`src/common/masked_ntt_pkg.sv`:
```
package masked_ntt_pkg;

    // dilithium prime and share width
    localparam int unsigned COEFF_W = 23;
    localparam logic [COEFF_W-1:0] Q = 23'd8380417;

    // floor(2^46 / Q), used for barrett reduction of a 46 bit product
    localparam logic [23:0] BARRETT_M = 24'((64'd1 << 46) / 64'(Q));

    // pipeline latencies in clock cycles
    localparam int unsigned ADD_SUB_LATENCY = 2;
    localparam int unsigned MULT_LATENCY = 3;
    localparam int unsigned BF_LATENCY = 6;

    // random generator: five right-shifting galois lfsrs
    localparam int unsigned PRNG_LANES = 5;
    localparam logic [31:0] PRNG_TAPS = 32'hA300_0000;
    localparam logic [PRNG_LANES-1:0][31:0] PRNG_SALT = {
        32'h1F3A_6C95, 32'hB7E1_5163, 32'h9E37_79B9, 32'h5A82_7999, 32'hC3D2_E1F0
    };

    // axi4-lite register map
    localparam int unsigned AXI_ADDR_W = 4;
    localparam int unsigned AXI_DATA_W = 32;
    localparam logic [AXI_ADDR_W-1:0] REG_CTRL = 4'h0;
    localparam logic [AXI_ADDR_W-1:0] REG_ZEROIZE = 4'h4;
    localparam logic [AXI_ADDR_W-1:0] REG_SEED = 4'h8;
    localparam logic [AXI_ADDR_W-1:0] REG_COUNT = 4'hC;
    localparam int unsigned CTRL_MODE_BIT = 0;
    localparam int unsigned CTRL_ACC_BIT = 1;
    localparam logic [1:0] AXI_RESP_OKAY = 2'b00;
    localparam logic [1:0] AXI_RESP_SLVERR = 2'b10;

    typedef enum logic {
        gs  = 1'b0,
        pwm = 1'b1
    } mode_t;

    // the real value is (share0 + share1) mod Q
    typedef struct packed {
        logic [COEFF_W-1:0] share0;
        logic [COEFF_W-1:0] share1;
    } masked_coeff_t;

    typedef struct packed {
        masked_coeff_t opu;
        masked_coeff_t opv;
        masked_coeff_t opw;
    } bf_in_t;

    typedef struct packed {
        masked_coeff_t u;
        masked_coeff_t v;
    } bf_out_t;

    // every word is already reduced below Q
    typedef struct packed {
        logic [COEFF_W-1:0] r0;
        logic [COEFF_W-1:0] r1;
        logic [COEFF_W-1:0] r2;
        logic [COEFF_W-1:0] r3;
        logic [COEFF_W-1:0] r4;
    } rnd_t;

    typedef struct packed {
        logic [AXI_ADDR_W-1:0] awaddr;
        logic                  awvalid;
        logic [AXI_DATA_W-1:0] wdata;
        logic [AXI_DATA_W/8-1:0] wstrb;
        logic                  wvalid;
        logic                  bready;
        logic [AXI_ADDR_W-1:0] araddr;
        logic                  arvalid;
        logic                  rready;
    } axil_req_t;

    typedef struct packed {
        logic                  awready;
        logic                  wready;
        logic [1:0]            bresp;
        logic                  bvalid;
        logic                  arready;
        logic [AXI_DATA_W-1:0] rdata;
        logic [1:0]            rresp;
        logic                  rvalid;
    } axil_rsp_t;

    // folds a value below 2Q into [0, Q)
    function automatic logic [COEFF_W-1:0] cond_sub(input logic [COEFF_W:0] x);
        return (x >= {1'b0, Q}) ? COEFF_W'(x - {1'b0, Q}) : x[COEFF_W-1:0];
    endfunction

    function automatic logic [COEFF_W-1:0] add_mod(input logic [COEFF_W-1:0] a,
                                                   input logic [COEFF_W-1:0] b);
        return cond_sub({1'b0, a} + {1'b0, b});
    endfunction

    function automatic logic [COEFF_W-1:0] sub_mod(input logic [COEFF_W-1:0] a,
                                                   input logic [COEFF_W-1:0] b);
        logic [COEFF_W:0] d;
        d = {1'b0, a} - {1'b0, b};
        // borrow means a < b, so wrap back by adding Q
        return d[COEFF_W] ? COEFF_W'(d + {1'b0, Q}) : d[COEFF_W-1:0];
    endfunction

    // barrett reduction, the quotient estimate is at most one low so r < 2Q
    function automatic logic [COEFF_W-1:0] mul_mod(input logic [COEFF_W-1:0] a,
                                                   input logic [COEFF_W-1:0] b);
        logic [2*COEFF_W-1:0]  x;
        logic [2*COEFF_W+23:0] t;
        logic [23:0]           qhat;
        logic [2*COEFF_W+1:0]  r;
        x = a * b;
        t = x * BARRETT_M;
        qhat = t[2*COEFF_W+23:2*COEFF_W];
        r = {2'b00, x} - qhat * Q;
        return cond_sub(r[COEFF_W:0]);
    endfunction

endpackage

```
`src/rtl/mask_prng.sv`:
```
`timescale 1ns/100ps

module mask_prng
    import masked_ntt_pkg::*;
(
    input  logic        clk,
    input  logic        reset_n,
    input  logic [31:0] seed_i,
    input  logic        seed_load_i,
    output rnd_t        rnd_o
);

    logic [31:0]        lfsr_q [PRNG_LANES];
    logic [COEFF_W-1:0] word [PRNG_LANES];

    // reset state equals a load of seed zero
    // bit 0 is forced so no lane can start in the all-zero lock-up state
    always_ff @(posedge clk or negedge reset_n) begin
        if (!reset_n) begin
            for (int i = 0; i < PRNG_LANES; i++) begin
                lfsr_q[i] <= PRNG_SALT[i] | 32'h1;
            end
        end else if (seed_load_i) begin
            for (int i = 0; i < PRNG_LANES; i++) begin
                lfsr_q[i] <= (seed_i ^ PRNG_SALT[i]) | 32'h1;
            end
        end else begin
            for (int i = 0; i < PRNG_LANES; i++) begin
                lfsr_q[i] <= {1'b0, lfsr_q[i][31:1]} ^ (lfsr_q[i][0] ? PRNG_TAPS : 32'h0);
            end
        end
    end

    // upper bits are below 2^23 < 2Q, one subtraction folds them below Q
    always_comb begin
        for (int i = 0; i < PRNG_LANES; i++) begin
            word[i] = cond_sub({1'b0, lfsr_q[i][31:32-COEFF_W]});
        end
    end

    assign rnd_o.r0 = word[0];
    assign rnd_o.r1 = word[1];
    assign rnd_o.r2 = word[2];
    assign rnd_o.r3 = word[3];
    assign rnd_o.r4 = word[4];

endmodule

```
`config.mk`:
```
export PLATFORM = sky130hd
export DESIGN_NAME = mask_prng
export DESIGN_NICKNAME = d
export VERILOG_FILES = /design/src/common/masked_ntt_pkg.sv /design/src/rtl/mask_prng.sv
export SDC_FILE = /design/constraint.sdc
export NUM_CORES = 1
export LEC_CHECK = 0
export BUFFER_PORTS_ARGS = -buffer_cell sky130_fd_sc_hd__buf_4
export CORE_MARGIN = 1
export CORE_UTILIZATION = 55
export CTS_CLUSTER_DIAMETER = 100
export DETAILED_ROUTE_END_ITERATION = 6
export PLACE_DENSITY = 0.89
export SLEW_MARGIN = 25
export SYNTH_ARGS = -nofsm -noshare
export SYNTH_HDL_FRONTEND = slang
export SYNTH_SLANG_ARGS = --single-unit
```
`constraint.sdc`:
```
create_clock -name clk -period 3.29 [get_ports clk]
set_input_delay 0.658 -clock clk [delete_from_list [all_inputs] [get_ports clk]]
set_output_delay 0.658 -clock clk [all_outputs]
set_load 0.05 [all_outputs]
```
==> results of run 1 <==
synth_stat cells (2+ instances only):
library cell / instances
a2111o_1: 2
a21oi_1: 8
and2_1: 40
buf_2: 3
clkbuf_1: 25
dfrtp_1: 74
dfstp_2: 86
ha_1: 10
inv_1: 90
mux2_2: 2
mux2i_1: 2
nand2_1: 49
nand2b_1: 7
nand3_1: 18
nand4_1: 8
nor2_1: 42
nor2b_1: 9
nor3_1: 23
nor4_1: 16
nor4b_1: 2
o21a_1: 60
o21ai_0: 87
o311ai_0: 3
o31ai_1: 3
o41a_1: 2
o41ai_2: 2
or2_2: 6
or3_1: 11
or3b_2: 2
or4_1: 6
xnor2_1: 46
xor2_1: 27
final timing paths:
| check | startpoint | endpoint | slack, ns | cells past startpoint |
|---|---|---|---|---|
| worst min-delay path | reset_n | lfsr_q[106]$_DFF_PN0_ | 0.21 | 1 |
| worst max register to register | lfsr_q[148]$_DFF_PN1_ | lfsr_q[147]$_DFF_PN0_ | 2.19 | 2 |
| max in group asynchronous | reset_n | lfsr_q[135]$_DFF_PN1_ | 2.16 | 2 |
| worst min register to register | lfsr_q[97]$_DFF_PN0_ | lfsr_q[96]$_DFF_PN1_ | 0.44 | 1 |
| min in group clk | seed_i[2] | lfsr_q[2]$_DFF_PN1_ | 0.38 | 2 |
| worst max-delay path | lfsr_q[12]$_DFF_PN0_ | rnd_o[13] | -0.16 | 6 |
layout make-up:
cell class,count,area [sq um],area share (%)
multi-input combinational,508,3627,34.61
timing repair buffer,193,1549,14.78
clock inverter,13,186.4,1.779
inverter,90,337.8,3.223
tap,180,225.2,2.149
clock buffer,19,442.9,4.226
sequential,160,4113,39.24
metal layers:
layer  share of wire [%]  routed length, um
met4                 6.4               1610
met5                   0                  0
met1                  36               8987
met3                  10               2613
met2                  47              11770
cell families after synthesis:
family                   Yosys count  share of synthesized area (%)
AND/OR/NAND/NOR                  247                          16.74
multiplexers                       4                         0.5442
AO/OA/AOI/OAI                    174                          14.48
XOR/XNOR                          73                          8.179
buffers and inverters            119                          5.858
flip-flops                       160                          52.59
adder cells (fa/ha/maj)           10                          1.601
worst register-to-register path: stages (launching register included):
cell and delay [ns]:
dfstp_2 0.60, inv_1 0.07, o21ai_0 0.31
per-stage QoR:
| step | setup slack (ns) | util [%] | power [uW] | cell area [sq um] | setup TNS (ns) |
|---|---|---|---|---|---|
| floorplan | -0.006315 | - | 3273 | 7885 | -0.006315 |
| global placement | 0.2836 | 66.60 | 3699 | 9245 | 0 |
| detailed placement | 0.2206 | 66.60 | 3727 | 9245 | 0 |
| CTS | -0.02694 | 73.19 | 5872 | 10160 | -0.05450 |
| global route | -0.1757 | 75.51 | 6154 | 10480 | -3.984 |
| finish | -0.1567 | 75.51 | 5975 | 10480 | -1.644 |
power by group through the flow:
stage,clock [uW],sequential (uW),combinational (uW)
after global routing,2200,2450,1500
final,2110,2440,1430
after detailed placement,0,2430,1300
after CTS,2110,2410,1360
after floorplan,0,2370,898
after global placement,0,2420,1280
timing repair:
action / in CTS / in global routing
setup endpoints to repair: 89 / 67
cloned: 0 / 1
pin swaps: 13 / 24
buffers inserted: 13 / 14
resized for setup: 44 / 49
==> metrics, run 1 <==
switch share roughly a third; status finished with violations; final worst path period share 104.8%; starting DRC count in detailed routing between 1000 and 1500; placed cells ~1100; core box area 13880 sq um; leading cell type in the layout, fill and taps excluded buf_4; io pins 150; GP Congestion about 0.94; startpoint types flop; Largest register FFs 160; Synth area leader dfstp_2; number of synthesized flops with an enable pin 0; Internal roughly 4000 uW; largest net degree at the start of global routing 73; fill cell total of the finished layout around 800; CP bufs+invs 2; Comb pwr share between 20% and 30%; fraction of layout cells with a size suffix above 1 39.06%; global-route wire length before repair approximately 34 mm; Setup violations, final 28; Slew @ Worst Pin 0.7480 ns; Max VDD drop roughly 0.00037 V; Worst Hold Class in2async; die height roughly 120 um; Seq/Total Area, Yosys a little over half; Biggest register lfsr_q; Slew headroom 50.14%; top post-synthesis cells by area dfstp_2, dfrtp_1, o21a_1, o21ai_0, xnor2_1; DP HPWL between 10 and 15 mm; WP data arrival between 2 and 3 ns; Cell Chain, Critical Path or4_4 > or3_4 > buf_4 > o41ai_4 > and2_1 > buf_4; DRC 0; Netlist Area Pre-Place between 7000 and 8000 sq um; cts hold-fix bufs 0; Largest regs lfsr_q x160; failing checks setup timing; setup ws final -0.1567 ns; Post-Syn Instances around 790; Die W around 120 um; hold slack final between 0.2 and 0.25 ns; Yosys reg bits 160; Synth top area share around 29%; synth unique cells 48; total grt overflow 0; gr usage total a little under a third; Sw Pwr just under 2000 uW; synthesis-to-layout area growth 34.07%; WP data required ~2.6 ns; unrepaired setup endpoints after global routing true; clock sink count between 150 and 200; Period minus WS final ~3.4 ns; number of port buffers between 100 and 150; P per Cell Area 570.1 nW/um^2; CTS Buf Count 17; iteration count of the initial detailed-routing pass 5; max-slew violations 0; Layout Nets between 1000 and 1500; commonest non-fill, non-tap cells in the layout buf_4, inv_1, dfstp_2; CP max-delay cell or4_4; antenna violations before repair 0; CP Class reg2out; clock root cell clkbuf_16; maximum clock path buffer count 2; CTS tree yes; post-route ant nets 0; final non-filler cell total between 1000 and 1500; grt met1 use between 40% and 50%; Worst Path Max Fanout 5; GRT busiest layer met2; Clock Pin Slew Worst Setup and Hold Paths 0.06 ns; M2 GR Usage between 40% and 50%; H-Tree Level Count 4; wire length per cell 21.48 um; CP dominant cell by count buf_4; Fmax roughly 0.29 GHz; Fin. Hold Viols 0; Post-Syn Nets ~830; P_leak 0.004621 uW; Clock Power Share about a third; Post-synth ARST share 100.0%; power share of the sequential group 40.8%; # diodes 0; Top Family by Delay on Critical Path simple AND/OR/NAND/NOR gates; vias in the first global route 6472; drt via density 6.116; Initial Util a little under three fifths; via count just over 7000; clock latency on the worst-skew pair ~0.43 ns; Main synth FF type dfstp_2; kind of end point of the critical path output pin; clk_skew about 0.0066 ns; max cap viols 0; num rows 43; Yosys Warn Count 0; Total Wirelength between 20 and 25 mm; met3 usage under 10%; CP peak stage delay around 0.55 ns; die area ~15000 sq um; syn avg cell area between 9 and 10 sq um
(Power assumes the default switching activity.)
==> run 2, diff against run 1 <==
--- a/config.mk
+++ b/config.mk
@@ -7,10 +7,11 @@
 export LEC_CHECK = 0
 export BUFFER_PORTS_ARGS = -buffer_cell sky130_fd_sc_hd__buf_4
 export CORE_MARGIN = 1
-export CORE_UTILIZATION = 55
+export CORE_UTILIZATION = 45
 export CTS_CLUSTER_DIAMETER = 100
 export DETAILED_ROUTE_END_ITERATION = 6
-export PLACE_DENSITY = 0.89
+export PLACE_DENSITY = 0.77
+export RECOVER_POWER = 25
 export SLEW_MARGIN = 25
 export SYNTH_ARGS = -nofsm -noshare
 export SYNTH_HDL_FRONTEND = slang
==> metrics, run 2 (synthesis results as in run 1) <==
status finished with violations; failing checks capacitance limit, slew limit, setup timing; Biggest register lfsr_q; core box area around 17000 sq um; Period minus WS final ~3.4 ns; fill cell total of the finished layout approximately 1300; CP Class reg2out; synthesis-to-layout area growth 33.90%; CTS Buf Count 17; die area between 15000 and 20000 sq um; Clock Pin Slew Worst Setup and Hold Paths about 0.060 ns; placed cell areas between 9000 and 10000 sq um; Setup violations, final 10; via count 6477; final worst path period share 102.0%; Cell Chain, Critical Path or4_4 > or3_4 > o21ai_4 > buf_6 > nor4b_1 > xor2_1 > buf_4; H-Tree Level Count 4; post-route ant nets 0; CP max-delay cell or4_4; maximum clock path buffer count 2; fin area 10470 sq um; wire length per cell between 15 and 20 um; Largest register FFs 160; vias in the first global route approximately 6100; clock sink count 160; fraction of layout cells with a size suffix above 1 38.13%; hold slack final between 0.3 and 0.4 ns; leading cell type in the layout, fill and taps excluded buf_4; # diodes 0; Total Wirelength ~21 mm; kind of end point of the critical path output pin; P per Cell Area 555.1 nW/um^2; unrepaired setup endpoints after global routing true; startpoint types flop; CTS tree yes; clk_skew between 0.006 and 0.007 ns; gr usage total about 24%; area of the multi-input gates about 3600 sq um; setup ws final -0.06662 ns; Worst Path Max Fanout 5; Max VDD drop around 0.0004 V; cts hold-fix bufs 0; P_leak around 0.0046 uW; Fin. Hold Viols 0; global-route wire length before repair roughly 33 mm; WP data arrival about 2.7 ns; Slew headroom -35.40%; setup_tns -0.3533 ns; DP HPWL 14.79 mm; starting DRC count in detailed routing around 500; Fmax between 0.2 and 0.3 GHz; DRC 0; io pins 150; WP data required ~2.6 ns; R2R Setup Slk roughly 2.2 ns; largest net degree at the start of global routing 70; iteration count of the initial detailed-routing pass 4; num rows 47; antenna violations before repair 0; total length of routed met3 wires between 1.5 and 2 mm; register area about 4100 sq um; Die W approximately 130 um; drt via density around 5.4; max cap viols 2; met2 WL between 10 and 15 mm; uppermost routed layer met4; number of port buffers about 150; die height 133.8 um; Worst Hold Class in2reg; commonest non-fill, non-tap cells in the layout buf_4, inv_1, dfstp_2; fin util between 60 and 70%; clock latency on the worst-skew pair roughly 0.42 ns; Final Power between 5000 and 6000 uW; Slew @ Worst Pin 2.031 ns; Initial Util a little under half; Largest regs lfsr_q x160; metal1 wirelength between 9 and 10 mm; max-slew violations roughly 110; GP Congestion 0.8911; total grt overflow 0; clock root cell clkbuf_16; CP peak stage delay ~0.55 ns; Layout Nets around 1000
[run 2: area by class of cell]
type	count	area share, %
Sequential cell	160	39.30
Multi-Input combinational cell	508	34.59
Timing Repair Buffer	183	14.44
Clock buffer	22	4.530
Inverter	90	3.227
Tap cell	220	2.630
Clock inverter	10	1.279
[run 2: through the flow]
stage	instances	worst slack [ns]
2_1_floorplan	787	-0.006315
3_5_place_dp	1145	0.2408
5_1_grt	1193	-0.1324
3_3_place_gp	1145	0.2688
4_1_cts	1187	-0.08748
6_report	1193	-0.06662
[run 2: routing by layer]
metal	GRT usage (%)	vias up
li1	-	2970
met1	33.42	3180
met2	37.80	290
met3	4.800	37
met4	8.144	0
met5	0	-
[run 2: report_power, final]
group	switching, uW	internal [uW]
Sequential	185	2230
Clock	765	1250
Combinational	915	461
Total	1860	3950
[run 2: path summary, 6_finish.rpt]
kind / start / endpoint / cells past startpoint
setup reg to reg: lfsr_q[128]$_DFF_PN1_ / lfsr_q[157]$_DFF_PN0_ / 3
hold / removal: seed_i[1] / lfsr_q[33]$_DFF_PN1_ / 2
max in group asynchronous: reset_n / lfsr_q[144]$_DFF_PN0_ / 2
min in group asynchronous: reset_n / lfsr_q[106]$_DFF_PN0_ / 1
setup / recovery: lfsr_q[12]$_DFF_PN0_ / rnd_o[12] / 7
hold reg to reg: lfsr_q[97]$_DFF_PN0_ / lfsr_q[96]$_DFF_PN1_ / 1
[run 2: what timing repair did]
| item | 4_1_cts | 5_1_grt |
|---|---|---|
| pin swaps | 13 | 22 |
| setup endpoints to repair | 73 | 59 |
| cloned | 0 | 1 |
| resized for setup | 42 | 47 |
| setup buffers | 10 | 5 |
[run 2: critical path, delay by kind of cell, from the launching register on]
family / cells / cell delay, ns
XOR/XNOR: 1 / 0.22
AND/OR/NAND/NOR: 3 / 1.05
buffers and inverters: 2 / 0.40
AO/OA/AOI/OAI: 1 / 0.21
flip-flops: 1 / 0.39
