File: config.mk
export PLATFORM = sky130hd
export DESIGN_NAME = bf_ctrl_regs
export DESIGN_NICKNAME = d
export VERILOG_FILES = /design/src/common/masked_ntt_pkg.sv /design/src/masked_butterfly/bf_ctrl_regs.sv
export SDC_FILE = /design/constraint.sdc
export NUM_CORES = 1
export LEC_CHECK = 0
export BUFFER_PORTS_ARGS = -buffer_cell sky130_fd_sc_hd__buf_2
export CAP_MARGIN = 20
export CORE_MARGIN = 4
export CORE_UTILIZATION = 40
export CTS_BUF_LIST = sky130_fd_sc_hd__clkbuf_4 sky130_fd_sc_hd__clkbuf_8
export CTS_CLUSTER_SIZE = 25
export DETAILED_ROUTE_END_ITERATION = 10
export PLACE_DENSITY = 0.69
export SLEW_MARGIN = 15
export SYNTH_ARGS = -nofsm -noshare
export SYNTH_HDL_FRONTEND = slang
export SYNTH_SLANG_ARGS = --single-unit
File: constraint.sdc
create_clock -name clk -period 2.9 [get_ports clk]
set_input_delay 0.58 -clock clk [delete_from_list [all_inputs] [get_ports clk]]
set_output_delay 0.58 -clock clk [all_outputs]
set_load 0.05 [all_outputs]
File: src/common/masked_ntt_pkg.sv
package masked_ntt_pkg;

    // dilithium prime and share width
    localparam int unsigned COEFF_W = 23;
    localparam logic [COEFF_W-1:0] Q = 23'd8380417;

    // floor(2^46 / Q), used for barrett reduction of a 46 bit product
    localparam logic [23:0] BARRETT_M = 24'((64'd1 << 46) / 64'(Q));

    // pipeline latencies in clock cycles
    localparam int unsigned ADD_SUB_LATENCY = 2;
    localparam int unsigned MULT_LATENCY = 3;
    localparam int unsigned BF_LATENCY = 6;

    // random generator: five right-shifting galois lfsrs
    localparam int unsigned PRNG_LANES = 5;
    localparam logic [31:0] PRNG_TAPS = 32'hA300_0000;
    localparam logic [PRNG_LANES-1:0][31:0] PRNG_SALT = {
        32'h1F3A_6C95, 32'hB7E1_5163, 32'h9E37_79B9, 32'h5A82_7999, 32'hC3D2_E1F0
    };

    // axi4-lite register map
    localparam int unsigned AXI_ADDR_W = 4;
    localparam int unsigned AXI_DATA_W = 32;
    localparam logic [AXI_ADDR_W-1:0] REG_CTRL = 4'h0;
    localparam logic [AXI_ADDR_W-1:0] REG_ZEROIZE = 4'h4;
    localparam logic [AXI_ADDR_W-1:0] REG_SEED = 4'h8;
    localparam logic [AXI_ADDR_W-1:0] REG_COUNT = 4'hC;
    localparam int unsigned CTRL_MODE_BIT = 0;
    localparam int unsigned CTRL_ACC_BIT = 1;
    localparam logic [1:0] AXI_RESP_OKAY = 2'b00;
    localparam logic [1:0] AXI_RESP_SLVERR = 2'b10;

    typedef enum logic {
        gs  = 1'b0,
        pwm = 1'b1
    } mode_t;

    // the real value is (share0 + share1) mod Q
    typedef struct packed {
        logic [COEFF_W-1:0] share0;
        logic [COEFF_W-1:0] share1;
    } masked_coeff_t;

    typedef struct packed {
        masked_coeff_t opu;
        masked_coeff_t opv;
        masked_coeff_t opw;
    } bf_in_t;

    typedef struct packed {
        masked_coeff_t u;
        masked_coeff_t v;
    } bf_out_t;

    // every word is already reduced below Q
    typedef struct packed {
        logic [COEFF_W-1:0] r0;
        logic [COEFF_W-1:0] r1;
        logic [COEFF_W-1:0] r2;
        logic [COEFF_W-1:0] r3;
        logic [COEFF_W-1:0] r4;
    } rnd_t;

    typedef struct packed {
        logic [AXI_ADDR_W-1:0] awaddr;
        logic                  awvalid;
        logic [AXI_DATA_W-1:0] wdata;
        logic [AXI_DATA_W/8-1:0] wstrb;
        logic                  wvalid;
        logic                  bready;
        logic [AXI_ADDR_W-1:0] araddr;
        logic                  arvalid;
        logic                  rready;
    } axil_req_t;

    typedef struct packed {
        logic                  awready;
        logic                  wready;
        logic [1:0]            bresp;
        logic                  bvalid;
        logic                  arready;
        logic [AXI_DATA_W-1:0] rdata;
        logic [1:0]            rresp;
        logic                  rvalid;
    } axil_rsp_t;

    // folds a value below 2Q into [0, Q)
    function automatic logic [COEFF_W-1:0] cond_sub(input logic [COEFF_W:0] x);
        return (x >= {1'b0, Q}) ? COEFF_W'(x - {1'b0, Q}) : x[COEFF_W-1:0];
    endfunction

    function automatic logic [COEFF_W-1:0] add_mod(input logic [COEFF_W-1:0] a,
                                                   input logic [COEFF_W-1:0] b);
        return cond_sub({1'b0, a} + {1'b0, b});
    endfunction

    function automatic logic [COEFF_W-1:0] sub_mod(input logic [COEFF_W-1:0] a,
                                                   input logic [COEFF_W-1:0] b);
        logic [COEFF_W:0] d;
        d = {1'b0, a} - {1'b0, b};
        // borrow means a < b, so wrap back by adding Q
        return d[COEFF_W] ? COEFF_W'(d + {1'b0, Q}) : d[COEFF_W-1:0];
    endfunction

    // barrett reduction, the quotient estimate is at most one low so r < 2Q
    function automatic logic [COEFF_W-1:0] mul_mod(input logic [COEFF_W-1:0] a,
                                                   input logic [COEFF_W-1:0] b);
        logic [2*COEFF_W-1:0]  x;
        logic [2*COEFF_W+23:0] t;
        logic [23:0]           qhat;
        logic [2*COEFF_W+1:0]  r;
        x = a * b;
        t = x * BARRETT_M;
        qhat = t[2*COEFF_W+23:2*COEFF_W];
        r = {2'b00, x} - qhat * Q;
        return cond_sub(r[COEFF_W:0]);
    endfunction

endpackage

File: src/masked_butterfly/bf_ctrl_regs.sv
`timescale 1ns/100ps

module bf_ctrl_regs
    import masked_ntt_pkg::*;
(
    input  logic        clk,
    input  logic        reset_n,
    input  axil_req_t   axil_req_i,
    output axil_rsp_t   axil_rsp_o,
    input  logic        bf_done_i,
    output mode_t       mode_o,
    output logic        accumulate_o,
    output logic        zeroize_o,
    output logic [31:0] seed_o,
    output logic        seed_load_o
);

    logic                  wr_fire;
    logic                  rd_fire;
    logic                  wr_mapped;
    mode_t                 mode_q;
    logic                  acc_q;
    logic                  zeroize_q;
    logic [31:0]           seed_q;
    logic                  seed_load_q;
    logic [31:0]           count_q;
    logic [AXI_DATA_W-1:0] ctrl_word;
    logic                  bvalid_q;
    logic [1:0]            bresp_q;
    logic                  rvalid_q;
    logic [1:0]            rresp_q;
    logic [AXI_DATA_W-1:0] rdata_q;

    // a write needs both aw and w, and no response may be pending
    assign wr_fire   = axil_req_i.awvalid & axil_req_i.wvalid & ~bvalid_q;
    assign rd_fire   = axil_req_i.arvalid & ~rvalid_q;
    assign wr_mapped = axil_req_i.awaddr inside {REG_CTRL, REG_ZEROIZE, REG_SEED, REG_COUNT};

    always_comb begin
        ctrl_word = '0;
        ctrl_word[CTRL_MODE_BIT] = (mode_q == pwm);
        ctrl_word[CTRL_ACC_BIT]  = acc_q;
    end

    // register writes, zeroize and seed load are single-cycle pulses
    always_ff @(posedge clk or negedge reset_n) begin
        if (!reset_n) begin
            mode_q      <= gs;
            acc_q       <= 1'b0;
            zeroize_q   <= 1'b0;
            seed_q      <= '0;
            seed_load_q <= 1'b0;
        end else begin
            zeroize_q   <= 1'b0;
            seed_load_q <= 1'b0;
            if (zeroize_q) begin
                mode_q <= gs;
                acc_q  <= 1'b0;
            end else if (wr_fire) begin
                case (axil_req_i.awaddr)
                    REG_CTRL: begin
                        if (axil_req_i.wstrb[0]) begin
                            mode_q <= mode_t'(axil_req_i.wdata[CTRL_MODE_BIT]);
                            acc_q  <= axil_req_i.wdata[CTRL_ACC_BIT];
                        end
                    end
                    REG_ZEROIZE: zeroize_q <= axil_req_i.wstrb[0] & axil_req_i.wdata[0];
                    REG_SEED: begin
                        for (int b = 0; b < 4; b++) begin
                            if (axil_req_i.wstrb[b]) begin
                                seed_q[8*b +: 8] <= axil_req_i.wdata[8*b +: 8];
                            end
                        end
                        seed_load_q <= 1'b1;
                    end
                    default: ;
                endcase
            end
        end
    end

    // finished butterflies since reset or the last zeroize
    always_ff @(posedge clk or negedge reset_n) begin
        if (!reset_n) begin
            count_q <= '0;
        end else if (zeroize_q) begin
            count_q <= '0;
        end else if (bf_done_i) begin
            count_q <= count_q + 32'd1;
        end
    end

    // write response, count is read only so writes to it are dropped quietly
    always_ff @(posedge clk or negedge reset_n) begin
        if (!reset_n) begin
            bvalid_q <= 1'b0;
            bresp_q  <= AXI_RESP_OKAY;
        end else if (wr_fire) begin
            bvalid_q <= 1'b1;
            bresp_q  <= wr_mapped ? AXI_RESP_OKAY : AXI_RESP_SLVERR;
        end else if (axil_req_i.bready) begin
            bvalid_q <= 1'b0;
        end
    end

    always_ff @(posedge clk or negedge reset_n) begin
        if (!reset_n) begin
            rvalid_q <= 1'b0;
            rresp_q  <= AXI_RESP_OKAY;
            rdata_q  <= '0;
        end else if (rd_fire) begin
            rvalid_q <= 1'b1;
            rresp_q  <= AXI_RESP_OKAY;
            case (axil_req_i.araddr)
                REG_CTRL:    rdata_q <= ctrl_word;
                REG_ZEROIZE: rdata_q <= '0;
                REG_SEED:    rdata_q <= seed_q;
                REG_COUNT:   rdata_q <= count_q;
                default: begin
                    rdata_q <= '0;
                    rresp_q <= AXI_RESP_SLVERR;
                end
            endcase
        end else if (axil_req_i.rready) begin
            rvalid_q <= 1'b0;
        end
    end

    always_comb begin
        axil_rsp_o.awready = wr_fire;
        axil_rsp_o.wready  = wr_fire;
        axil_rsp_o.bresp   = bresp_q;
        axil_rsp_o.bvalid  = bvalid_q;
        axil_rsp_o.arready = ~rvalid_q;
        axil_rsp_o.rdata   = rdata_q;
        axil_rsp_o.rresp   = rresp_q;
        axil_rsp_o.rvalid  = rvalid_q;
    end

    assign mode_o       = mode_q;
    assign accumulate_o = acc_q;
    assign zeroize_o    = zeroize_q;
    assign seed_o       = seed_q;
    assign seed_load_o  = seed_load_q;

endmodule

==> flow_metrics.py, run 1 <==
metrics = {
    "yosys": {
        "netlist_top_cells_count": "dfrtp_1, nand2_1, o21ai_0",
        "post_synth_main_area_contributors": "dfrtp_1, mux2_2, a22oi_1",
        "synth_top_area_share": 0.550,
        "seq_area_frac_synth": 0.550,
        "post-synth-top-count-cell": "dfrtp_1",
        "post_synth_edffs": 0,
        "post_synth_inst_count": 440,
        "yosysUniqueCellTypes": 44,
        "main_flop_type_after_synthesis": "dfrtp_1",
        "synth.avg_cell_area_um2": 10.8,
        "yosysWarnings": 0,
        "ys_async_sr_fraction": 1.00,
        "synth_top_area_cell": "dfrtp_1",
        "seq_cells_post_synth": 104,
        "netlist_area_um2": 4730,
    },
    "detailed_routing": {
        "post-route-drc-count": 0,
        "drt_first_iter_violations": 226,
        "antenna_left": 0,
        "top_layer_used": "met4",
        "num_vias": 3796,
        "route.detailed.wl_per_inst_um": 16.3,
        "detail_route.wirelength_um": 11400,
        "drt-met1-wl_um": 4940,
        "route.met2.wl_um": 5560,
        "drtPass1Iterations": 4,
        "routed_via_density": 5.42,
        "met3RoutedLength_um": 841,
    },
    "pwr": {
        "power_switching_mw": 1.11,
        "p_int_mw": 2.27,
        "power.switching_fraction": 0.328,
        "power-per-cell-area_nw_per_um2": 593,
        "combPwrFrac": 0.193,
        "seq_power_share": 0.511,
        "vdd_drop_max_mv": 0.314,
        "clock_power_share": 0.296,
        "leakage_power_summed_over_all_cells_nw": 2.76,
    },
    "finish": {
        "final_layout_size_suffix_gt1_frac": 0.342,
        "layout.area.seq_um2": 2600,
        "multi_input_combinational_cell_area_um2": 1950,
        "fillCellCount": 1089,
        "areaGrowthSynthToFinish_pct": 20.3,
        "nets": 607,
        "finish.instance_area_um2": 5690,
        "num_antenna_cells": 0,
    },
    "clock_network": {
        "tritoncts": "built",
        "cts-resized-gates": 0,
        "clkTransAtPathRegs_ns": 0.10,
        "clock_tree.htree_level_count": 3,
        "clk-insertion-delay-late_ns": 0.38,
        "cts-hold-fix-buffers": 0,
        "postCtsSetupBuffers": 0,
        "cts_buffers": 9,
        "clk_path_buf_depth": 2,
        "number_of_sinks_driven_by_the_clock_tree": 104,
        "cts_root_buf": "clkbuf_8",
    },
    "placement": {
        "detailedPlacementHpwl_um": 8300,
        "placement.io_buffers": 126,
        "placedInstanceArea_um2": 5470,
        "finalWeightedCongestion": 0.795,
    },
    "die": {
        "die_width_um": 117,
        "io-pin-count": 129,
        "die_h_um": 117,
        "rows": 39,
        "std_cell_core_area_um2": 11500,
        "dieArea_um2": 13600,
        "initial_core_util": 0.411,
    },
    "global_route": {
        "first_pass_grt_wire_length_um": 18600,
        "antenna_found_initial": 0,
        "grt_pass1_vias": 3806,
        "maximum_number_of_pins_on_one_net_before_global_route_repair": 57,
        "grt-ovfl-total": 0,
        "grt_util_all_layers": 0.171,
    },
    "sta": {
        "setup_tns_ns": 0,
        "slew_violations": 0,
        "hold_viol": 0,
        "grt_setup_unrepaired": "false",
        "worstMarginPinSlew_ns": 0.737,
        "minimum_period_implied_by_the_final_worst_setup_slack_ns": 2.18,
        "finalCritPeriodShare": 0.751,
        "skew_ns": 0.0141,
        "max-slew-margin-rel": 0.507,
        "final-setup-viol-count": 0,
        "max_clock_freq_mhz": 459,
    },
    "setup_path": {
        "worst-endpoint-required_ns": 3.21,
        "crit_path_cell_trace": "buf_4, o21ai_0, or4_1, or4_1, a21oi_1",
        "critPathLaunchType": "register",
        "timing.critical_path.slowest_stage_cell": "dfrtp_1",
        "worst-setup-path-type": "register to register",
        "cp_max_fo": 13,
        "cp-end-kind": "register",
        "timing.critical_path.mode_cell": "or4_1",
        "worst-endpoint-arrival_ns": 2.49,
        "worst_path_largest_cell_delay_ns": 0.64,
    },
    "job": {
        "number_of_max_cap_violations": 0,
    },
    "worst_hold_path": {
        "timing.hold.worst.class": "input port to async pin",
    },
    "outcome": {
        "run_status": "completed",
    },
}
==> area by class of cell <==
class	instances	share of cell area
sequential	104	0.457
multi-input combinational	296	0.342
timing repair buffer	135	0.125
tap	143	0.0314
clock buffer	10	0.0242
clock inverter	5	0.0143
inverter	8	0.00528
==> worst max-delay path, delay by kind of cell (launching register included) <==
family	cells	cell delay, ns
AOI/OAI and AO/OA	2	0.28
buffers and inverters	1	0.24
DFF	1	0.64
and+or+nand+nor	2	0.95
==> stage by stage <==
| stage | util | hold WS, ns | total power [mW] | setup WS, ns | std cells |
|---|---|---|---|---|---|
| after floorplan | - | 0.284 | 2.19 | 0.863 | 441 |
| after global placement | 0.475 | 0.461 | 2.39 | 0.642 | 686 |
| after detailed placement | 0.475 | 0.470 | 2.41 | 0.582 | 686 |
| after CTS | 0.494 | 0.226 | 3.42 | 0.708 | 701 |
| after global routing | 0.494 | 0.242 | 3.54 | 0.604 | 701 |
| final | 0.494 | 0.215 | 3.38 | 0.723 | 701 |
==> routing by layer <==
layer,vias up,GRT usage
met2,112,0.286
met1,1868,0.217
met4,0,0.0252
li1,1810,-
met5,-,0
met3,6,0.0668
==> power by group through the flow <==
stage	Clock, mW	Combinational (mW)	Sequential (mW)
floorplan	0	0.251	1.94
global placement	0	0.645	1.75
detailed placement	0	0.658	1.75
CTS	1.03	0.660	1.73
global route	1.09	0.703	1.75
finish	0.999	0.652	1.73
==> cell usage in the layout, fill, tap and decap left out, types with 2 or more instances in the layout <==
master	synthesis	routed
buf_2	3	125
dfrtp_1	104	104
nand2_1	47	47
o21ai_0	41	40
mux2_2	34	34
a22oi_1	30	30
nor2_1	22	22
a21oi_1	18	18
or4_1	13	13
or3_1	10	10
o31ai_1	10	10
clkbuf_8	0	10
nor3_1	9	9
buf_4	6	9
inv_1	8	8
nand3_1	8	8
xnor2_1	8	8
nand4_1	8	8
mux2i_1	5	5
xor2_1	4	4
nor2b_1	3	3
and3_1	3	3
nand4_4	2	2
nor4_1	2	2
a31oi_1	2	2
conb_1	1	2
bufinv_16	0	2
==> kinds of logic (layout without fill, tap and decap cells) <==
kind of cell / Yosys count / in the layout / share of synthesized area
other cells: 1 / 2 / 0.000792
compound gates: 107 / 107 / 0.139
xor+xnor: 12 / 12 / 0.0222
flops: 104 / 104 / 0.550
simple gates: 135 / 135 / 0.152
mux: 39 / 39 / 0.0915
fa+ha+maj: 1 / 1 / 0.00264
buf+inv: 41 / 158 / 0.0415
==> final timing paths <==
kind                                     from          end  slack [ns]  depth (start not counted)
worst max-delay path                zeroize_o  count_q[31]        0.72                          5
worst min-delay path                  reset_n   count_q[2]        0.22                          1
worst max register to register      zeroize_o  count_q[31]        0.72                          5
worst min register to register    rdata_q[19]  rdata_q[19]        0.48                          2
max in group asynchronous             reset_n   seed_o[21]        1.96                          2
min in group clk                axil_req_i[0]     rvalid_q        0.37                          2
Note: power is estimated with default switching activity, not from simulation.
==> run 2: changes to the inputs <==
--- a/config.mk
+++ b/config.mk
@@ -5,6 +5,7 @@
 export SDC_FILE = /design/constraint.sdc
 export NUM_CORES = 1
 export LEC_CHECK = 0
+export ABC_AREA = 1
 export BUFFER_PORTS_ARGS = -buffer_cell sky130_fd_sc_hd__buf_2
 export CAP_MARGIN = 20
 export CORE_MARGIN = 4
@@ -12,7 +13,7 @@
 export CTS_BUF_LIST = sky130_fd_sc_hd__clkbuf_4 sky130_fd_sc_hd__clkbuf_8
 export CTS_CLUSTER_SIZE = 25
 export DETAILED_ROUTE_END_ITERATION = 10
-export PLACE_DENSITY = 0.69
+export PLACE_DENSITY = 0.68
 export SLEW_MARGIN = 15
 export SYNTH_ARGS = -nofsm -noshare
 export SYNTH_HDL_FRONTEND = slang
==> constraint.sdc (replaced) <==
create_clock -name clk -period 2.2 [get_ports clk]
set_input_delay 0.44 -clock clk [delete_from_list [all_inputs] [get_ports clk]]
set_output_delay 0.44 -clock clk [all_outputs]
set_load 0.05 [all_outputs]
==> run 2 against run 1 <==
Global-route usage is 0.93 points higher. Routed wire length increased by 14%. Clock-buffer cell count stayed put. Clock skew is 0.0044 ns lower. Critical path type is now register to primary output.
==> flow_metrics.py, run 2 <==
metrics = {
    "outcome": {
        "run_status": "completed",
    },
    "die": {
        "std_cell_core_area_um2": 12600,
        "die_h_um": 121,
        "initial_core_util": 0.408,
        "io-pin-count": 129,
        "rows": 41,
        "die_width_um": 121,
        "dieArea_um2": 14700,
    },
    "sta": {
        "final-setup-viol-count": 0,
        "max-slew-margin-rel": 0.621,
        "holdWs_ns": 0.0312,
        "hold_viol": 0,
        "grt_setup_unrepaired": "false",
        "minimum_period_implied_by_the_final_worst_setup_slack_ns": 1.85,
        "slew_violations": 0,
        "finalCritPeriodShare": 0.840,
        "worstMarginPinSlew_ns": 0.568,
        "setup_tns_ns": 0,
        "max_clock_freq_mhz": 541,
        "skew_ns": 0.00969,
    },
    "finish": {
        "final_layout_size_suffix_gt1_frac": 0.193,
        "layout.cells.most_common_list": "nand2_1, buf_2, inv_1, dfrtp_1, nor2_1",
        "fillCellCount": 1272,
        "final_common_cell": "nand2_1",
        "areaGrowthSynthToFinish_pct": 20.9,
        "utilization": 0.493,
        "num_antenna_cells": 0,
        "post_layout_nonfiller_instances": 989,
        "nets": 866,
    },
    "yosys": {
        "synth.avg_cell_area_um2": 7.42,
        "yosysWarnings": 0,
        "synth_top_area_share": 0.508,
        "main_flop_type_after_synthesis": "dfrtp_1",
        "post_synth_main_area_contributors": "dfrtp_1, nand2_1, inv_1",
        "yosysUniqueCellTypes": 25,
        "netlist_top_cells_count": "nand2_1, inv_1, dfrtp_1",
        "netlist_area_um2": 5130,
        "post-synth-top-count-cell": "nand2_1",
        "post_synth_inst_count": 691,
        "ys_async_sr_fraction": 1.00,
        "seq_area_frac_synth": 0.508,
        "synth_top_area_cell": "dfrtp_1",
        "seq_cells_post_synth": 104,
        "post_synth_edffs": 0,
    },
    "clock_network": {
        "clk-insertion-delay-late_ns": 0.37,
        "cts_root_buf": "clkbuf_8",
        "number_of_sinks_driven_by_the_clock_tree": 104,
        "postCtsSetupBuffers": 0,
        "clock_tree.htree_level_count": 3,
        "cts-resized-gates": 0,
        "clk_path_buf_depth": 2,
        "tritoncts": "built",
        "cts-hold-fix-buffers": 0,
        "clkTransAtPathRegs_ns": 0.09,
        "cts_buffers": 9,
    },
    "placement": {
        "detailedPlacementHpwl_um": 9830,
        "count_of_placed_standard_cells_including_taps": 974,
        "finalWeightedCongestion": 0.901,
        "placement.io_buffers": 126,
    },
    "global_route": {
        "antenna_found_initial": 0,
        "first_pass_grt_wire_length_um": 21300,
        "maximum_number_of_pins_on_one_net_before_global_route_repair": 48,
        "grt_util_all_layers": 0.181,
        "grt-ovfl-total": 0,
        "grt_pass1_vias": 4188,
    },
    "job": {
        "number_of_max_cap_violations": 0,
    },
    "pwr": {
        "leakage_power_summed_over_all_cells_nw": 3.36,
        "vdd_drop_max_mv": 0.375,
        "power-per-cell-area_nw_per_um2": 751,
    },
    "detailed_routing": {
        "num_vias": 4629,
        "route.detailed.wl_per_inst_um": 13.2,
        "post-route-drc-count": 0,
        "detail_route.wirelength_um": 13000,
        "routed_via_density": 4.68,
        "drt_first_iter_violations": 236,
        "drtPass1Iterations": 4,
        "antenna_left": 0,
    },
    "setup_path": {
        "worst_r2r_startpoint": "count_q[1]",
        "worst-setup-path-type": "register to primary output",
        "critPathLaunchType": "register",
        "worst-endpoint-arrival_ns": 1.41,
        "timing.rr.end": "count_q[20]",
        "r2r.worst_path.cells": 8,
        "reg2reg_setup_slack_ns": 0.50,
        "cp_max_fo": 7,
        "worst-endpoint-required_ns": 1.76,
        "cp-end-kind": "primary output",
    },
    "worst_hold_path": {
        "timing.hold.worst.class": "input port to async pin",
    },
}
## run 2: cell types whose count changed after synthesis, sizes merged, moves of 10 or more
cell	previous run	this run
nand2	47	216
o21ai	41	67
or4	14	0
inv	8	110
nand3	8	38
clkbuf	21	11
mux2	34	0
or3	10	0
a22oi	30	0
o31ai	10	0
nor2	22	71
o22ai	0	17
## run 2: layer usage
metal | part of all wire | global-route usage | wire length, µm
met1 | 0.47 | 0.267 | 6190
met2 | 0.47 | 0.278 | 6120
met3 | 0.046 | 0.0326 | 602
met4 | 0.010 | 0.0427 | 130
met5 | 0 | 0 | 0
## run 2: logic make-up after synthesis
family / Yosys count / share of synthesized area
DFF: 104 / 0.508
and+or+nand+nor: 343 / 0.274
buffers and inverters: 136 / 0.106
AOI/OAI and AO/OA: 106 / 0.109
other: 1 / 0.000732
adders and majority gates: 1 / 0.00244
## run 2: how the worst max path moves through the flow
stage	slack [ns]	end	cells after the start	start
floorplan	0.59	count_q[18]	7	zeroize_o
global placement	0.45	seed_o[5]	6	axil_req_i[45]
detailed placement	0.41	seed_o[3]	7	axil_req_i[45]
CTS	0.33	axil_rsp_o[39]	4	bvalid_q
global route	0.24	axil_rsp_o[40]	4	bvalid_q
finish	0.35	axil_rsp_o[39]	4	bvalid_q
## run 2: cell type report
class	instances	area [µm²]	share of cell area
multi-input combinational	452	1990	0.320
sequential	104	2600	0.420
clock inverter	5	129	0.0208
clock buffer	10	131	0.0212
tap	172	215	0.0347
inverter	110	413	0.0666
timing repair buffer	136	721	0.116
## run 2: per-stage QoR
step                power [mW]  worst slack, ns  instance area, µm²
finish                    4.66            0.351                6200
global route              4.88            0.238                6200
CTS                       4.70            0.326                6200
detailed placement        3.16            0.406                5940
global placement          3.14            0.453                5940
floorplan                 2.86            0.594                5130
## run 2: power breakdown
part | internal, mW | switching (mW) | leakage, nW
sequential | 2.06 | 0.121 | 1.41
combinational | 0.223 | 0.715 | 1.81
clock | 0.882 | 0.657 | 0.130
## run 2: worst max-delay path, stage by stage (launching register included)
cell and delay (ns):
dfrtp_1 0.38, inv_1 0.06, nand3_1 0.11, inv_1 0.19
buf_2 0.30
==> run 3: changes to the inputs <==
==> constraint.sdc (replaced) <==
create_clock -name clk -period 1.8 [get_ports clk]
set_input_delay 0.36 -clock clk [delete_from_list [all_inputs] [get_ports clk]]
set_output_delay 0.36 -clock clk [all_outputs]
set_load 0.05 [all_outputs]
==> run 3 against run 2 <==
Clock-buffer cell count up 2. Cell count up 0.51%. Register-to-register slack worse by 0.24 ns. Largest cell class unchanged. Critical path depth unchanged. Hold slack better by 0.15 ns. Clock power down 14%. Combinational power up 24%. Design area down 0.34%. Routed wire length up 0.78%. Flip-flop and latch count unchanged. Clock skew down 0.0052 ns.
==> flow_metrics.py, run 3 (synthesis gave the netlist of run 2 again) <==
metrics = {
    "die": {
        "std_cell_core_area_um2": 12600,
        "initial_core_util": 0.408,
        "rows": 41,
        "die_width_um": 121,
        "die_h_um": 121,
        "io-pin-count": 129,
        "dieArea_um2": 14700,
    },
    "global_route": {
        "globalRouteMet3Util": 0.0233,
        "grtUsageMet2": 0.291,
        "gr-usage-met1": 0.264,
        "maximum_number_of_pins_on_one_net_before_global_route_repair": 44,
        "gr-max-usage-layer": "met2",
        "grt_pass1_vias": 4413,
        "grt_util_all_layers": 0.184,
        "grt-ovfl-total": 0,
        "antenna_found_initial": 0,
        "first_pass_grt_wire_length_um": 21800,
    },
    "setup_path": {
        "worst-endpoint-arrival_ns": 1.31,
        "timing.rr.end": "count_q[17]",
        "worst_r2r_startpoint": "count_q[2]",
        "cp_max_fo": 7,
        "critPathLaunchType": "register",
        "r2r.worst_path.cells": 7,
        "worst_path_largest_cell_delay_ns": 0.38,
        "worst-endpoint-required_ns": 1.44,
        "crit_path_cell_trace": "inv_1, nand3_1, inv_2, clkbuf_4",
        "reg2reg_setup_slack_ns": 0.26,
        "worst-setup-path-type": "register to primary output",
        "timing.critical_path.slowest_stage_cell": "dfrtp_1",
        "cp-end-kind": "primary output",
    },
    "pwr": {
        "totalPowerFinal_mw": 5.15,
        "power-per-cell-area_nw_per_um2": 833,
        "vdd_drop_max_mv": 0.394,
        "leakage_power_summed_over_all_cells_nw": 3.34,
    },
    "sta": {
        "skew_ns": 0.00451,
        "setup_tns_ns": 0,
        "max_clock_freq_mhz": 597,
        "final-setup-viol-count": 0,
        "hold_viol": 0,
        "grt_setup_unrepaired": "false",
        "finalCritPeriodShare": 0.930,
        "minimum_period_implied_by_the_final_worst_setup_slack_ns": 1.67,
        "slew_violations": 0,
        "holdWs_ns": 0.183,
    },
    "worst_hold_path": {
        "min_path_cells": 2,
        "timing.hold.worst.class": "input port to register",
        "worst_hold_startpoint": "axil_req_i[6]",
        "min_delay_worst_endpoint": "bvalid_q",
    },
    "detailed_routing": {
        "antenna_left": 0,
        "num_vias": 4723,
        "detail_route.wirelength_um": 13100,
        "drtPass1Iterations": 5,
        "drt_first_iter_violations": 292,
        "route.detailed.wl_per_inst_um": 13.2,
        "post-route-drc-count": 0,
        "routed_via_density": 4.75,
    },
    "clock_network": {
        "cts_root_buf": "clkbuf_8",
        "tritoncts": "built",
        "clkTransAtPathRegs_ns": 0.09,
        "clk-insertion-delay-late_ns": 0.36,
        "cts_buffers": 9,
        "clk_path_buf_depth": 2,
        "number_of_sinks_driven_by_the_clock_tree": 104,
        "clock_tree.htree_level_count": 3,
    },
    "placement": {
        "finalWeightedCongestion": 0.930,
        "placedInstanceArea_um2": 5990,
        "placement.io_buffers": 126,
        "detailedPlacementHpwl_um": 9980,
    },
    "finish": {
        "final_common_cell": "nand2_1",
        "finish.instance_area_um2": 6180,
        "num_antenna_cells": 0,
        "final_layout_size_suffix_gt1_frac": 0.200,
        "areaGrowthSynthToFinish_pct": 20.5,
        "nets": 871,
        "layout.cells.most_common_list": "nand2_1, buf_2, inv_1, dfrtp_1",
    },
    "job": {
        "number_of_max_cap_violations": 0,
    },
    "outcome": {
        "run_status": "completed",
    },
}
[run 3: cell count changes in the layout (fill, tap and decap cells not counted), sizes merged, moves of 2 or more]
cell      previous run  this run
buf                136       138
clkbuf              10        14
clkinvlp             0         2
bufinv               4         0
[run 3: timing repair]
item | 4_1_cts | 5_1_grt
hold endpoints to repair | 14 | 0
hold buffers | 1 | 0
endpoints found under the setup margin | 0 | 3
buffers inserted | 0 | 0
resized for setup | 0 | 4
[run 3: worst max path at each step]
stage                         start        endpoint  slack (ns)  cells past startpoint
final                      bvalid_q  axil_rsp_o[39]        0.13                      4
after global routing       bvalid_q  axil_rsp_o[39]        0.02                      4
after CTS                  bvalid_q  axil_rsp_o[39]        0.03                      4
after detailed placement  bf_done_i     count_q[17]        0.21                      8
after global placement    bf_done_i     count_q[17]        0.25                      8
after floorplan           zeroize_o     count_q[18]        0.19                      7
[run 3: power by group]
group	leakage, nW	switching, mW	internal (mW)
clock	0.0827	0.784	0.542
sequential	1.41	0.148	2.52
combinational	1.84	0.878	0.281
total	3.34	1.81	3.34
[run 3: stage by stage]
step	setup WS, ns	instances	utilization
2_1_floorplan	0.194	692	-
4_1_cts	0.0289	994	0.491
3_3_place_gp	0.246	978	0.477
6_report	0.126	994	0.491
5_1_grt	0.0219	994	0.491
3_5_place_dp	0.209	978	0.477
[run 3: final cells by class]
| type | count | area (µm²) |
|---|---|---|
| fill | 1279 | 6390 |
| sequential | 104 | 2600 |
| multi-input combinational | 452 | 1990 |
| timing repair buffer | 141 | 791 |
| inverter | 110 | 413 |
| tap | 172 | 215 |
| clock buffer | 12 | 146 |
| clock inverter | 3 | 20.0 |
[run 3: critical path, delay by kind of cell (launching register included)]
kind	cells	cell delay (ns)
AND/OR/NAND/NOR	1	0.12
buffers and inverters	3	0.44
flip-flops	1	0.38
[run 3: layer usage]
metal	wire length (µm)	share of wire
met5	0	0
met2	6090	0.46
met1	6280	0.48
met4	249	0.019
met3	528	0.040
